## src/rvs_pkg.sv

```systemverilog
package rvs_pkg;

    // datapath widths
    localparam int XLEN       = 64;
    localparam int REG_ADDR_W = 5;
    localparam int NUM_REGS   = 32;

    // host bus map, byte addresses
    localparam int WB_ADR_W = 9;
    localparam logic [WB_ADR_W-1:0] ISSUE_ADR  = 9'h000; // write: instr in bits 31:0
    localparam logic [WB_ADR_W-1:0] STATUS_ADR = 9'h008; // read: busy/halted/illegal/retired
    localparam logic [WB_ADR_W-1:0] REGS_BASE  = 9'h100; // x0, xn at +8n

    // major opcodes
    localparam logic [6:0] OPC_LUI       = 7'b0110111;
    localparam logic [6:0] OPC_OP_IMM    = 7'b0010011;
    localparam logic [6:0] OPC_OP        = 7'b0110011;
    localparam logic [6:0] OPC_OP_IMM_32 = 7'b0011011;
    localparam logic [6:0] OPC_OP_32     = 7'b0111011;
    localparam logic [6:0] OPC_SYSTEM    = 7'b1110011;

    typedef enum logic [3:0] {
        alu_add    = 4'd0,
        alu_sub    = 4'd1,
        alu_sll    = 4'd2,
        alu_slt    = 4'd3,
        alu_sltu   = 4'd4,
        alu_xor    = 4'd5,
        alu_srl    = 4'd6,
        alu_sra    = 4'd7,
        alu_or     = 4'd8,
        alu_and    = 4'd9,
        alu_pass_b = 4'd10 // lui
    } alu_op_e;

    // how write-back widens the raw result
    typedef enum logic {
        ext_none = 1'b0, // keep all 64 bits
        ext_word = 1'b1  // sign-extend from bit 31
    } res_ext_e;

endpackage

```

## src/rvs_writeback.sv

```systemverilog
`timescale 1ns/1ps

module rvs_writeback (
    input  logic                           clk,
    input  logic                           rst_n,
    input  logic                           e_valid,
    input  logic [rvs_pkg::XLEN-1:0]       e_result,
    input  logic [rvs_pkg::REG_ADDR_W-1:0] e_rd,
    input  logic                           e_wen,
    input  rvs_pkg::res_ext_e              e_res_ext,
    input  logic                           e_ebreak,
    output logic                           rf_wen,
    output logic [rvs_pkg::REG_ADDR_W-1:0] rf_waddr,
    output logic [rvs_pkg::XLEN-1:0]       rf_wdata,
    output logic [31:0]                    retired,
    output logic                           halted
);
    import rvs_pkg::*;

    // x0 stays read only
    assign rf_wen   = e_valid && e_wen && (e_rd != '0);
    assign rf_waddr = e_rd;

    always_comb begin
        case (e_res_ext)
            ext_word: rf_wdata = {{32{e_result[31]}}, e_result[31:0]}; // addw, sraw etc
            default:  rf_wdata = e_result;
        endcase
    end

    always_ff @(posedge clk or negedge rst_n) begin
        if (!rst_n) begin
            retired <= '0;
            halted  <= 1'b0;
        end else if (e_valid) begin
            retired <= retired + 32'd1; // ebreak counts too
            if (e_ebreak) begin
                halted <= 1'b1; // sticky until reset
            end
        end
    end

endmodule

```

## config.mk

```make
export PLATFORM = sky130hd
export DESIGN_NAME = rvs_writeback
export DESIGN_NICKNAME = d
export VERILOG_FILES = /design/src/rvs_pkg.sv /design/src/rvs_writeback.sv
export SDC_FILE = /design/constraint.sdc
export NUM_CORES = 1
export LEC_CHECK = 0
export ABC_AREA = 1
export BUFFER_PORTS_ARGS = -buffer_cell sky130_fd_sc_hd__buf_2
export CAP_MARGIN = 15
export CORE_MARGIN = 4
export CORE_UTILIZATION = 44
export CTS_CLUSTER_DIAMETER = 50
export DETAILED_ROUTE_END_ITERATION = 10
export PLACE_DENSITY = 0.85
export REMOVE_ABC_BUFFERS = 1
export SLEW_MARGIN = 20
export SYNTH_ARGS = -nofsm -noshare
export SYNTH_HDL_FRONTEND = slang
export SYNTH_SLANG_ARGS = --single-unit
```

## constraint.sdc

```tcl
create_clock -name clk -period 3.3 [get_ports clk]
set_input_delay 0.33 -clock clk [delete_from_list [all_inputs] [get_ports clk]]
set_output_delay 0.33 -clock clk [all_outputs]
set_load 0.005 [all_outputs]
```

==> results of run 1 <==
==> cells in the mapped netlist, drive strengths merged (3+ instances only) <==
cell,count
nand2,93
nand3b,10
inv,58
and2,3
xnor2,8
nand3,7
nor2,47
xor2,8
dfrtp,33
o21ai,33
clkbuf,6
buf,38
nand4,7
==> cell families (layout without fill, tap and decap cells) <==
logic type               count (synthesis)  in the layout  synth area share
AND/OR/NAND/NOR                        169            169             0.325
buffers and inverters                  102            179             0.211
AO/OA/AOI/OAI                           34             34            0.0697
flip-flops                              33             33             0.333
XOR/XNOR                                16             16            0.0565
adder cells (fa/ha/maj)                  1              1           0.00505
==> per-layer routing <==
metal,vias up,part of all wire,GRT usage
met1,1145,0.38,0.232
met2,161,0.44,0.339
met4,2,0.011,0.0416
li1,1195,-,-
met3,10,0.17,0.156
met5,-,0.0046,0.0758
==> power breakdown <==
group          internal [mW]  switching [mW]  leakage, nW
combinational          0.122           0.149         1.16
sequential             0.446          0.0507        0.434
clock                  0.138           0.139       0.0399
total                  0.706           0.339         1.63
==> layout make-up <==
type | instances | area (µm²) | area share
Clock buffer | 5 | 68.8 | 0.0236
Multi-Input combinational cell | 220 | 1130 | 0.388
Sequential cell | 33 | 826 | 0.284
Clock inverter | 1 | 5.00 | 0.00172
Timing Repair Buffer | 115 | 576 | 0.198
Inverter | 58 | 218 | 0.0747
Tap cell | 72 | 90.1 | 0.0309
==> registers in the layout, summed over array words and instances (netlist names) <==
| register | count |
|---|---|
| retired | 32 |
| halted | 1 |
==> critical path: stages <==
cell	delay, ns
buf_2	0.35
nand2_1	0.53
o21ai_0	0.24
buf_2	0.18
==> worst min path at each step <==
| stage | start | to | slack, ns |
|---|---|---|---|
| 2_1_floorplan | rst_n | halted | 0.03 |
| 6_report | rst_n | retired[21] | 0.09 |
| 5_1_grt | rst_n | retired[21] | 0.16 |
| 3_3_place_gp | rst_n | retired[24] | 0.43 |
| 3_5_place_dp | rst_n | retired[21] | 0.43 |
| 4_1_cts | rst_n | retired[21] | 0.12 |
==> results.cfg, run 1 <==
[status]
status = finished clean

[clock_network]
tritoncts = done
post_cts_buffers = 0
hold_buffers = 0
cts_resized = 0
htreeDepth = 2
clkTransAtPathRegs_ns = 0.06
clock_latency_ns = 0.29
cts_root_buf = clkbuf_8
clockBufferDepth = 2
numCtsBuffers = 5
clock-sinks = 33

[detailed_routing]
drtIter0Drc = 80
vias_per_cell = 4.99
wl_per_cell_um = 14.6
drtAntennaViolNets = 0
wl_um = 7350
via_count = 2513
drc_errors = 0
drt_first_pass_iters = 4

[finish]
drive_gt1_frac = 0.322
design_area_um2 = 2910
nets = 509
utilization = 0.532
mostFrequentLayoutCells = buf_2 (115), nand2_1 (88), inv_1 (58), nor2_1 (34)
instances_no_fill = 504
insertedDiodeCount = 0
areaGrowthSynthToFinish_pct = 17.5
layout_commonest_cell = buf_2
fillers = 523

[worst_setup_path]
startpoint_type = primary input
critPathKind = in2out
crit_end = rf_wdata[62]
arrival_ns = 1.64
cp_max_fo = 33
rr_worst_depth = 8
cp.required_ns = 2.97
r2r_setup_slack_ns = 1.87
worstSetupEndpointType = output port
r2r-start = retired[0]
crit_path_start = e_res_ext
r2r_end = retired[24]

[placed_design]
preCtsSetupSlack_ns = 1.32
port_buffers = 115
dp_cells = 498
hpwl_um = 6030
gp_congestion = 0.903
placed_cell_area_um2 = 2840

[power_and_ir_drop]
power.density_nw_per_um2 = 358
p_leak_nw = 1.63
ir_drop_v = 0.000345
p_total_mw = 1.04

[timing]
fin_crit_ns = 1.97
whs_ns = 0.0910
setup_tns_ns = 0
rsz0062_at_grt = false
setup_ws_ns = 1.33
finalHoldViolations = 0
tightest_slew_ns = 0.737
fmax_mhz = 506
maxSlewHeadroom = 0.509
finalClockSkew_ns = 0.00430
slew_violations = 0
setup_viol_count_final = 0
period_share = 0.598

[synth]
synthArstFlopShare = 1.00
synth_area_per_cell_um2 = 6.98
synthFlopType = dfrtp_1
synthTopCellsByArea = dfrtp_1 (33%), nand2_1 (13%), buf_4 (11%)
synth_cell_types = 24
synth_edf_count = 0
yosys.area.top_type = dfrtp_1
ys.warnings.count = 0
syn_inst = 355
seq_area_frac_synth = 0.333
synth_top_cell_area_share = 0.333
netlist_area_um2 = 2480
ys_ff_latch = 33

[global_routing]
grt_max_degree = 34
grt_pass1_vias = 2462
grt_usage = 0.216
antenna_found_initial = 0
overflow = 0
grt_pass1_wl_um = 12100

[floorplan]
fp-row-count = 27
core_um2 = 5470
die_height_um = 83.1
initial_core_util = 0.453
die_area_um2 = 6900
die_w_um = 83.1
pin_count = 178

[job]
drv_cap = 0

[hold_path]
hp-class = in2async
Note: power is estimated with default switching activity, not from simulation.
==> run 2, diff against run 1 <==
ABC_AREA = 0   (was 1)
CORE_UTILIZATION = 39   (was 44)
PLACE_DENSITY = 0.8   (was 0.85)
clock period = 1.9 ns   (was 3.3 ns; I/O delays follow)
==> run 2 against run 1 <==
  * Critical path depth unchanged
  * Final area shrank 11%
  * Wire length fell by 21%
  * Register-to-register slack worse by 1.6 ns
  * Sequential cell count is the same
  * Critical path type unchanged
==> results.cfg, run 2 <==
[global_routing]
antenna_found_initial = 0
grt_pass1_wl_um = 8700
grt_pass1_vias = 1717
grt_usage = 0.172
overflow = 0
grt_max_degree = 34

[finish]
nets = 390
insertedDiodeCount = 0
utilization = 0.495
mostFrequentLayoutCells = buf_2 (115), inv_1 (35), dfrtp_1 (33), o21ai_0 (32), xnor2_1 (25)
top_regs = retired (32), halted (1)
top_register = retired
largest_register_ffs = 32
drive_gt1_frac = 0.432
design_area_um2 = 2580
areaGrowthSynthToFinish_pct = 21.0
layout_commonest_cell = buf_2

[timing]
finalClockSkew_ns = 0.00581
fmax_mhz = 596
period_share = 0.883
maxSlewHeadroom = 0.519
tightest_slew_ns = 0.721
setup_tns_ns = 0
finalHoldViolations = 0
rsz0062_at_grt = false
fin_crit_ns = 1.68
setup_viol_count_final = 0
slew_violations = 0

[synth]
ys.warnings.count = 0
synthFlopType = dfrtp_1
seq_area_frac_synth = 0.388
ys_ff_latch = 33
synth_top_cell_area_share = 0.388
synth_edf_count = 0
synth_area_per_cell_um2 = 9.07
yosys.area.top_type = dfrtp_1
netlist_area_um2 = 2130
synth_common_cells = buf_4 (38), inv_1 (35), dfrtp_1 (33), o21ai_0 (32), xnor2_1 (25)
synth_cell_types = 28
synthArstFlopShare = 1.00
synth_most_common_cell = buf_4
synthTopCellsByArea = dfrtp_1 (39%), buf_4 (13%), xnor2_1 (10%)
syn_inst = 235

[worst_setup_path]
r2r_end = retired[12]
critPathMostFrequentCell = buf_2
cp_max_fo = 33
startpoint_type = primary input
cp.required_ns = 1.71
rr_worst_depth = 5
r2r-start = retired[0]
crit_slowest_cell = nand2_1
timing.critical_path.buf_inv = 2
worstSetupEndpointType = output port
worstPathCellList = buf_2 > nand2_1 > o21ai_0 > buf_2
cpPeakStageDelay_ns = 0.54
critPathKind = in2out
arrival_ns = 1.49
r2r_setup_slack_ns = 0.28
crit_family = simple AND/OR/NAND/NOR gates

[clock_network]
clock-sinks = 33
clockBufferDepth = 2
cts_root_buf = clkbuf_8
clock_latency_ns = 0.29
numCtsBuffers = 5
clkTransAtPathRegs_ns = 0.06
htreeDepth = 2
tritoncts = done

[status]
status = finished clean

[hold_path]
hp-start = e_ebreak
worstHoldPathCells = 2
hold_end = halted
hp-class = in2reg

[placed_design]
port_buffers = 115
placed_cell_area_um2 = 2490
gp_congestion = 0.773
hpwl_um = 4680

[detailed_routing]
wl_um = 5820
vias_per_cell = 4.89
drc_errors = 0
wl_per_cell_um = 15.1
drt_first_pass_iters = 4
drtIter0Drc = 30
drtAntennaViolNets = 0
via_count = 1884

[floorplan]
core_um2 = 5200
die_height_um = 81.9
die_w_um = 81.9
die_area_um2 = 6710
pin_count = 178
fp-row-count = 26
initial_core_util = 0.409

[power_and_ir_drop]
power.density_nw_per_um2 = 694
p_leak_nw = 1.45
p_total_mw = 1.79
ir_drop_v = 0.000628

[job]
drv_cap = 0
## run 2: changes by cell type after synthesis, moves of 6 or more
cell      previous run  this run
nand3b_1            10         0
xnor2_1              8        25
nor2_2               7         1
nor2_1              34         5
nand2_1             88         8
inv_1               58        35
## run 2: repair_timing
action / in CTS / in global routing
buffers inserted: 0 / 0
resized for setup: 0 / 0
endpoints found under the hold margin: 33 / 0
hold buffers: 1 / 0
endpoints found under the setup margin: 0 / 0
## run 2: per-stage QoR
stage | cells | setup WS (ns) | hold WS [ns]
finish | 385 | 0.221 | 0.123
global placement | 376 | 0.361 | 0.283
detailed placement | 376 | 0.260 | 0.280
global route | 385 | 0.0739 | 0.121
floorplan | 191 | 0.425 | -0.106
CTS | 385 | 0.260 | 0.116
## run 2: cell families after synthesis
group	after synthesis	synth area share
muxes	1	0.00528
AOI/OAI and AO/OA	34	0.0834
DFF	33	0.388
buffers and inverters	79	0.206
adders and majority gates	1	0.00587
and+or+nand+nor	56	0.184
xor gates and xnor gates	31	0.127
## run 2: where the power goes
part,leakage (nW),internal [mW],switching [mW]
clock network,0.0450,0.253,0.247
logic,0.961,0.208,0.185
registers,0.444,0.776,0.121
## run 2: routing by layer
layer,global-route usage,part of all wire
met2,0.237,0.41
met5,0.0667,0.0057
met3,0.107,0.14
met4,0.0399,0.0089
met1,0.220,0.43
## run 2: area by class of cell
type	instances	area [µm²]
repair buffers	116	586
inverters	35	131
multi-input cells	123	866
fillers	488	2630
clock inverters	2	10.0
clock buffers	6	72.6
flip-flops and latches	33	826
well taps	70	87.6
## run 2: worst max path at each step
stage	from	to	slack (ns)	cells past startpoint
2_1_floorplan	retired[0]	retired[30]	0.43	5
3_3_place_gp	e_res_ext	rf_wdata[59]	0.36	4
3_5_place_dp	e_res_ext	rf_wdata[57]	0.26	4
4_1_cts	e_res_ext	rf_wdata[57]	0.26	4
5_1_grt	e_res_ext	rf_wdata[39]	0.07	4
6_report	e_res_ext	rf_wdata[39]	0.22	4
