$ cat config.mk
export PLATFORM = sky130hd
export DESIGN_NAME = rvs_decode
export DESIGN_NICKNAME = d
export VERILOG_FILES = /design/src/rvs_pkg.sv /design/src/rvs_decode.sv
export SDC_FILE = /design/constraint.sdc
export NUM_CORES = 1
export LEC_CHECK = 0
export BUFFER_PORTS_ARGS = -buffer_cell sky130_fd_sc_hd__clkbuf_2
export CAP_MARGIN = 25
export CORE_AREA = 3 3 148 150
export DETAILED_ROUTE_END_ITERATION = 12
export DIE_AREA = 0 0 151 153
export GPL_TIMING_DRIVEN = 0
export PLACE_DENSITY_LB_ADDON = 0.1
export SETUP_SLACK_MARGIN = 0.4
export SLEW_MARGIN = 20
export SYNTH_ARGS = -nofsm -noshare
export SYNTH_HDL_FRONTEND = slang
export SYNTH_SLANG_ARGS = --single-unit
$ cat constraint.sdc
create_clock -name clk -period 0.8 [get_ports clk]
set_input_delay 0.04 -clock clk [delete_from_list [all_inputs] [get_ports clk]]
set_output_delay 0.04 -clock clk [all_outputs]
set_load 0.02 [all_outputs]
$ cat src/rvs_pkg.sv
package rvs_pkg;

    // datapath widths
    localparam int XLEN       = 64;
    localparam int REG_ADDR_W = 5;
    localparam int NUM_REGS   = 32;

    // host bus map, byte addresses
    localparam int WB_ADR_W = 9;
    localparam logic [WB_ADR_W-1:0] ISSUE_ADR  = 9'h000; // write: instr in bits 31:0
    localparam logic [WB_ADR_W-1:0] STATUS_ADR = 9'h008; // read: busy/halted/illegal/retired
    localparam logic [WB_ADR_W-1:0] REGS_BASE  = 9'h100; // x0, xn at +8n

    // major opcodes
    localparam logic [6:0] OPC_LUI       = 7'b0110111;
    localparam logic [6:0] OPC_OP_IMM    = 7'b0010011;
    localparam logic [6:0] OPC_OP        = 7'b0110011;
    localparam logic [6:0] OPC_OP_IMM_32 = 7'b0011011;
    localparam logic [6:0] OPC_OP_32     = 7'b0111011;
    localparam logic [6:0] OPC_SYSTEM    = 7'b1110011;

    typedef enum logic [3:0] {
        alu_add    = 4'd0,
        alu_sub    = 4'd1,
        alu_sll    = 4'd2,
        alu_slt    = 4'd3,
        alu_sltu   = 4'd4,
        alu_xor    = 4'd5,
        alu_srl    = 4'd6,
        alu_sra    = 4'd7,
        alu_or     = 4'd8,
        alu_and    = 4'd9,
        alu_pass_b = 4'd10 // lui
    } alu_op_e;

    // how write-back widens the raw result
    typedef enum logic {
        ext_none = 1'b0, // keep all 64 bits
        ext_word = 1'b1  // sign-extend from bit 31
    } res_ext_e;

endpackage

$ cat src/rvs_decode.sv
`timescale 1ns/1ps

module rvs_decode (
    input  logic                           clk,
    input  logic                           rst_n,
    input  logic                           issue_valid,
    input  logic [31:0]                    issue_instr,
    output logic [rvs_pkg::REG_ADDR_W-1:0] rs1_addr,
    output logic [rvs_pkg::REG_ADDR_W-1:0] rs2_addr,
    input  logic [rvs_pkg::XLEN-1:0]       rs1_data,
    input  logic [rvs_pkg::XLEN-1:0]       rs2_data,
    input  logic                           byp_wen,
    input  logic [rvs_pkg::REG_ADDR_W-1:0] byp_waddr,
    input  logic [rvs_pkg::XLEN-1:0]       byp_wdata,
    output logic                           d_valid,
    output rvs_pkg::alu_op_e               d_alu_op,
    output logic [rvs_pkg::XLEN-1:0]       d_op_a,
    output logic [rvs_pkg::XLEN-1:0]       d_op_b,
    output logic [rvs_pkg::REG_ADDR_W-1:0] d_rd,
    output logic                           d_wen,
    output rvs_pkg::res_ext_e              d_res_ext,
    output logic                           d_ebreak,
    output logic                           d_illegal
);
    import rvs_pkg::*;

    logic [6:0]      opcode;
    logic [2:0]      funct3;
    logic [6:0]      funct7;
    logic [XLEN-1:0] imm_i, imm_u, shamt6, shamt5;
    logic [XLEN-1:0] src1, src2;
    alu_op_e         op;
    res_ext_e        ext;
    logic [XLEN-1:0] op_b;
    logic            wen, ebreak, illegal;

    assign opcode   = issue_instr[6:0];
    assign funct3   = issue_instr[14:12];
    assign funct7   = issue_instr[31:25];
    assign rs1_addr = issue_instr[19:15];
    assign rs2_addr = issue_instr[24:20];

    assign imm_i  = {{52{issue_instr[31]}}, issue_instr[31:20]};
    assign imm_u  = {{32{issue_instr[31]}}, issue_instr[31:12], 12'b0};
    assign shamt6 = {58'b0, issue_instr[25:20]}; // 64-bit shifts
    assign shamt5 = {59'b0, issue_instr[24:20]}; // word shifts

    // forward the write committed this cycle
    assign src1 = (byp_wen && byp_waddr == rs1_addr && rs1_addr != '0) ? byp_wdata : rs1_data;
    assign src2 = (byp_wen && byp_waddr == rs2_addr && rs2_addr != '0) ? byp_wdata : rs2_data;

    always_comb begin
        op      = alu_add;
        ext     = ext_none;
        op_b    = src2;
        wen     = 1'b1;
        ebreak  = 1'b0;
        illegal = 1'b0;
        case (opcode)
            OPC_LUI: begin
                op   = alu_pass_b;
                op_b = imm_u;
            end
            OPC_OP_IMM: begin
                op_b = imm_i;
                case (funct3)
                    3'b000: op = alu_add;
                    3'b010: op = alu_slt;
                    3'b011: op = alu_sltu;
                    3'b100: op = alu_xor;
                    3'b110: op = alu_or;
                    3'b111: op = alu_and;
                    3'b001: begin
                        op      = alu_sll;
                        op_b    = shamt6;
                        illegal = (funct7[6:1] != 6'b000000);
                    end
                    default: begin // srli / srai
                        op      = funct7[5] ? alu_sra : alu_srl;
                        op_b    = shamt6;
                        illegal = ({funct7[6], funct7[4:1]} != 5'b0);
                    end
                endcase
            end
            OPC_OP: begin
                case ({funct7, funct3})
                    10'b0000000_000: op = alu_add;
                    10'b0100000_000: op = alu_sub;
                    10'b0000000_001: op = alu_sll;
                    10'b0000000_010: op = alu_slt;
                    10'b0000000_011: op = alu_sltu;
                    10'b0000000_100: op = alu_xor;
                    10'b0000000_101: op = alu_srl;
                    10'b0100000_101: op = alu_sra;
                    10'b0000000_110: op = alu_or;
                    10'b0000000_111: op = alu_and;
                    default:         illegal = 1'b1;
                endcase
            end
            OPC_OP_IMM_32: begin
                ext = ext_word;
                case ({funct7, funct3}) inside
                    10'b???????_000: begin // addiw, funct7 is immediate
                        op   = alu_add;
                        op_b = imm_i;
                    end
                    10'b0000000_001: begin
                        op   = alu_sll;
                        op_b = shamt5;
                    end
                    10'b0000000_101: begin
                        op   = alu_srl;
                        op_b = shamt5;
                    end
                    10'b0100000_101: begin
                        op   = alu_sra;
                        op_b = shamt5;
                    end
                    default: illegal = 1'b1;
                endcase
            end
            OPC_OP_32: begin
                ext = ext_word;
                case ({funct7, funct3})
                    10'b0000000_000: op = alu_add;
                    10'b0100000_000: op = alu_sub;
                    10'b0000000_001: op = alu_sll;
                    10'b0000000_101: op = alu_srl;
                    10'b0100000_101: op = alu_sra;
                    default:         illegal = 1'b1;
                endcase
            end
            OPC_SYSTEM: begin
                wen     = 1'b0;
                ebreak  = (issue_instr == 32'h0010_0073);
                illegal = !ebreak; // only ebreak here
            end
            default: illegal = 1'b1;
        endcase
    end

    always_ff @(posedge clk or negedge rst_n) begin
        if (!rst_n) begin
            d_valid   <= 1'b0;
            d_wen     <= 1'b0;
            d_ebreak  <= 1'b0;
            d_illegal <= 1'b0;
        end else begin
            d_valid   <= issue_valid && !illegal; // dropped ops never retire
            d_wen     <= issue_valid && !illegal && wen;
            d_ebreak  <= issue_valid && ebreak;
            d_illegal <= issue_valid && illegal; // one-cycle pulse
        end
    end

    always_ff @(posedge clk) begin
        if (issue_valid) begin
            d_alu_op  <= op;
            d_op_a    <= src1;
            d_op_b    <= op_b;
            d_rd      <= issue_instr[11:7];
            d_res_ext <= ext;
        end
    end

endmodule

==> qor.tcl <==
set qor(clock_slew_seen_by_the_registers_of_the_worst_setup_and_hold_paths_ns) 0.07
set qor(setup.worst_path.start) {issue_instr[28]}
set qor(tritoncts) {yes}
set qor(tightestPinTransition_ns) 0.516
set qor(total_switching_power_uw) 5800
set qor(detailedPlacementHpwl_mm) 20.1
set qor(grt_util_all_layers) 0.227
set qor(tns_ns) -113.01
set qor(cp_data_arrival_time_ns) 1.77
set qor(number_of_remaining_drc_errors) 0
set qor(areaGrowthSynthToFinish_pct) 80.8
set qor(routability_congestion) 0.885
set qor(timing.critical_path.from_type) {input port}
set qor(netlist_instances) 569
set qor(timing.hold.worst_endpoint) {d_rd[3]$_DFFE_PP_}
set qor(largest_net_degree_at_the_start_of_global_routing) 72
set qor(route.top_layer_used) {met4}
set qor(drive_above_1_share) 0.672
set qor(floorplan.rows) 53
set qor(power.clock.fraction) 0.368
set qor(synth_area_mm2) 0.00732
set qor(power_frac_comb) 0.212
set qor(yosys.area.top_type) {edfxtp_1}
set qor(internal_power_uw) 15900
set qor(drtIter0Drc) 393
set qor(crit_type) {input port to register}
set qor(cts-root-to-sink-buffers) 2
set qor(ys_dominant_reg_cell) {edfxtp_1}
set qor(ctsRootBufferMaster) {clkbuf_16}
set qor(synth-async-reset-ratio) 0.0282
set qor(placed_cells) 1228
set qor(drt-wirelength-per-cell_um) 22.0
set qor(final_worst_path_cycle_share) 2.01
set qor(pin_count) 385
set qor(fillCellCount) 1661
set qor(seq_power_share) 0.420
set qor(routed_via_density) 5.04
set qor(slew_limit_headroom) 0.653
set qor(period_minus_slack_ns) 1.61
set qor(grt_antenna_before_repair) 0
set qor(yosys_warnings) 0
set qor(seq_area_frac_synth) 0.580
set qor(fin_ws_ns) -0.807
set qor(cts_buffers) 17
set qor(worst_hold_margin_ns) -0.192
set qor(violated_checks) {hold timing, setup timing}
set qor(dr_wl_met2_mm) 15.4
set qor(coreArea_mm2) 0.0208
set qor(synth.lib_cells_used.distinct) 55
set qor(die_h_um) 153
set qor(synth-edff-count) 138
set qor(top_post_synthesis_cells_by_area) {edfxtp_1, mux2_2, mux2i_1}
set qor(cp.required_ns) 0.97
set qor(die_area_mm2) 0.0231
set qor(finalNetCount) 1252
set qor(timing.max_cap.violations) 0
set qor(final_hold_viol_count) 86
set qor(worstHoldPathType) {input port to register}
set qor(cell_area_power_density_mw_per_mm2) 1640
set qor(post-synth-top-area-fraction) 0.566
set qor(netSwitchingFraction) 0.268
set qor(htree_levels) 4
set qor(result_of_the_run) {finished, violations left}
set qor(floorplan.die.width_um) 151
set qor(timing.hold.worst.start) {issue_instr[10]}
set qor(achievable-frequency_ghz) 0.622
set qor(synth_area_per_cell_um2) 12.9
set qor(postSynthRegisterBits) 142
set qor(clock_sink_count) 142
set qor(finalWirelength_mm) 28.8
set qor(met1Wirelength_mm) 10.7
set qor(critPathCaptureType) {register}
set qor(crit_fanout) 3
set qor(detailroute.via_count) 6586
set qor(first_pass_grt_wire_length_mm) 39.3
set qor(setup_violations) 278
set qor(holdPathStages) 1
set qor(report.final.slew_viol_count) 0
set qor(total_power_uw) 21700
set qor(holdBufCountCts) 1
set qor(buffer_ports.inserted) 383
set qor(detail_route.first_pass.iterations) 5
set qor(start_util) 0.352
set qor(worst_slack_at_placement_ns) -1.68
set qor(synth_fp_nets) 802
set qor(wl_met3_mm) 1.97
set qor(ant_nets) 0
set qor(grt_pass1_vias) 6669
set qor(max-vdd-ir-drop_v) 0.00134
set qor(fin_cells) 1307
set qor(grt_overflow_total) 0
set qor(power_leakage_uw) 0.00547
set qor(rsz0062_at_grt) {true}
set qor(antenna_cells) 0
[through the flow]
step | utilization | instance area (um2)
after global routing | 0.636 | 13200
final | 0.636 | 13200
after floorplan | - | 7810
after detailed placement | 0.485 | 10100
after CTS | 0.556 | 11600
after global placement | 0.484 | 10100
[power by group through the flow]
stage / Clock (uW) / Combinational [uW] / Sequential [uW]
3_3_place_gp: 0 / 3430 / 9190
3_5_place_dp: 0 / 3460 / 9160
2_1_floorplan: 0 / 914 / 9970
6_report: 7970 / 4590 / 9100
5_1_grt: 8440 / 4850 / 9150
4_1_cts: 8110 / 3710 / 9020
[layout by cell type (no fill, tap or decap), types with 13 or more instances in the layout]
cell         n
clkbuf_2   223
edfxtp_1   138
buf_6      131
mux2_4      64
mux2i_1     56
o21ai_2     36
buf_2       36
clkbuf_16   33
o21ai_0     24
buf_8       19
and3_1      19
nand2_1     17
clkbuf_8    16
buf_4       14
buf_12      14
nor3_4      13
a21oi_2     13
[worst max-delay path: stages]
cell and delay, ns:
clkbuf_16 0.13, or4_4 0.56, or4_4 0.44, buf_6 0.15
o31ai_4 0.17, o211ai_1 0.13, o2bb2ai_1 0.16
[layer usage]
metal / GRT usage / up-vias
met4: 0.0756 / 0
met2: 0.409 / 287
met3: 0.0531 / 43
met5: 0 / -
met1: 0.264 / 3155
li1: - / 3101
[how the worst max path moves through the flow]
stage	endpoint	slack [ns]
floorplan	d_alu_op[2]$_DFFE_PP_	-0.99
global placement	d_ebreak$_DFF_PN0_	-2.62
detailed placement	d_op_b[53]$_DFFE_PP_	-1.68
CTS	d_wen$_DFF_PN0_	-0.81
global route	d_op_b[21]$_DFFE_PP_	-0.81
finish	d_alu_op[2]$_DFFE_PP_	-0.81
[cell families (layout without fill, tap and decap cells)]
group                  count (synthesis)  after routing  synth area share
flip-flops                           142            142             0.580
multiplexers                         130            130             0.189
AO/OA/AOI/OAI                        120            120            0.0952
AND/OR/NAND/NOR                      113            113            0.0894
buffers and inverters                 55            518            0.0361
XOR/XNOR                               9              9            0.0108
[synth_stat cells, types with 2 or more instances]
master,n
nor2_1,13
inv_1,3
mux2_2,64
and3b_1,2
and2_1,2
dfrtp_1,4
o32ai_1,2
nand2_1,19
xnor2_1,5
nor3_1,27
o211ai_1,2
nand4_1,3
and3_1,19
xor2_1,4
buf_4,10
a21oi_1,27
o2bb2ai_1,7
nor2b_1,3
o21ai_0,64
nor4_1,3
buf_2,8
clkbuf_1,32
or3_1,3
a211oi_1,3
mux2i_1,66
edfxtp_1,138
o31ai_1,2
o2111ai_1,2
a21o_1,3
nand3_1,4
[sequential cells by signal, summed over array words and instances (netlist names), 4 cells and up]
| register | cells |
|---|---|
| d_rd | 5 |
| d_alu_op | 4 |
| d_op_b | 64 |
| d_op_a | 64 |
[timing repair]
item,in CTS,in global routing
endpoints found under the setup margin,426,427
resized for setup,113,569
setup buffers,20,6
endpoints found under the hold margin,115,99
gates cloned,6,14
pin swaps,12,19
[area by class of cell]
class / instances / area [um2] / area share
clock buffers: 18 / 429 / 0.0324
multi-input cells: 372 / 3810 / 0.288
flip-flops and latches: 142 / 4240 / 0.321
inverters: 3 / 11.3 / 0.000851
well taps: 275 / 344 / 0.0260
plain buffers: 52 / 613 / 0.0463
repair buffers: 431 / 3620 / 0.274
clock inverters: 14 / 155 / 0.0117
No activity file was read; power rests on OpenSTA's default activity.
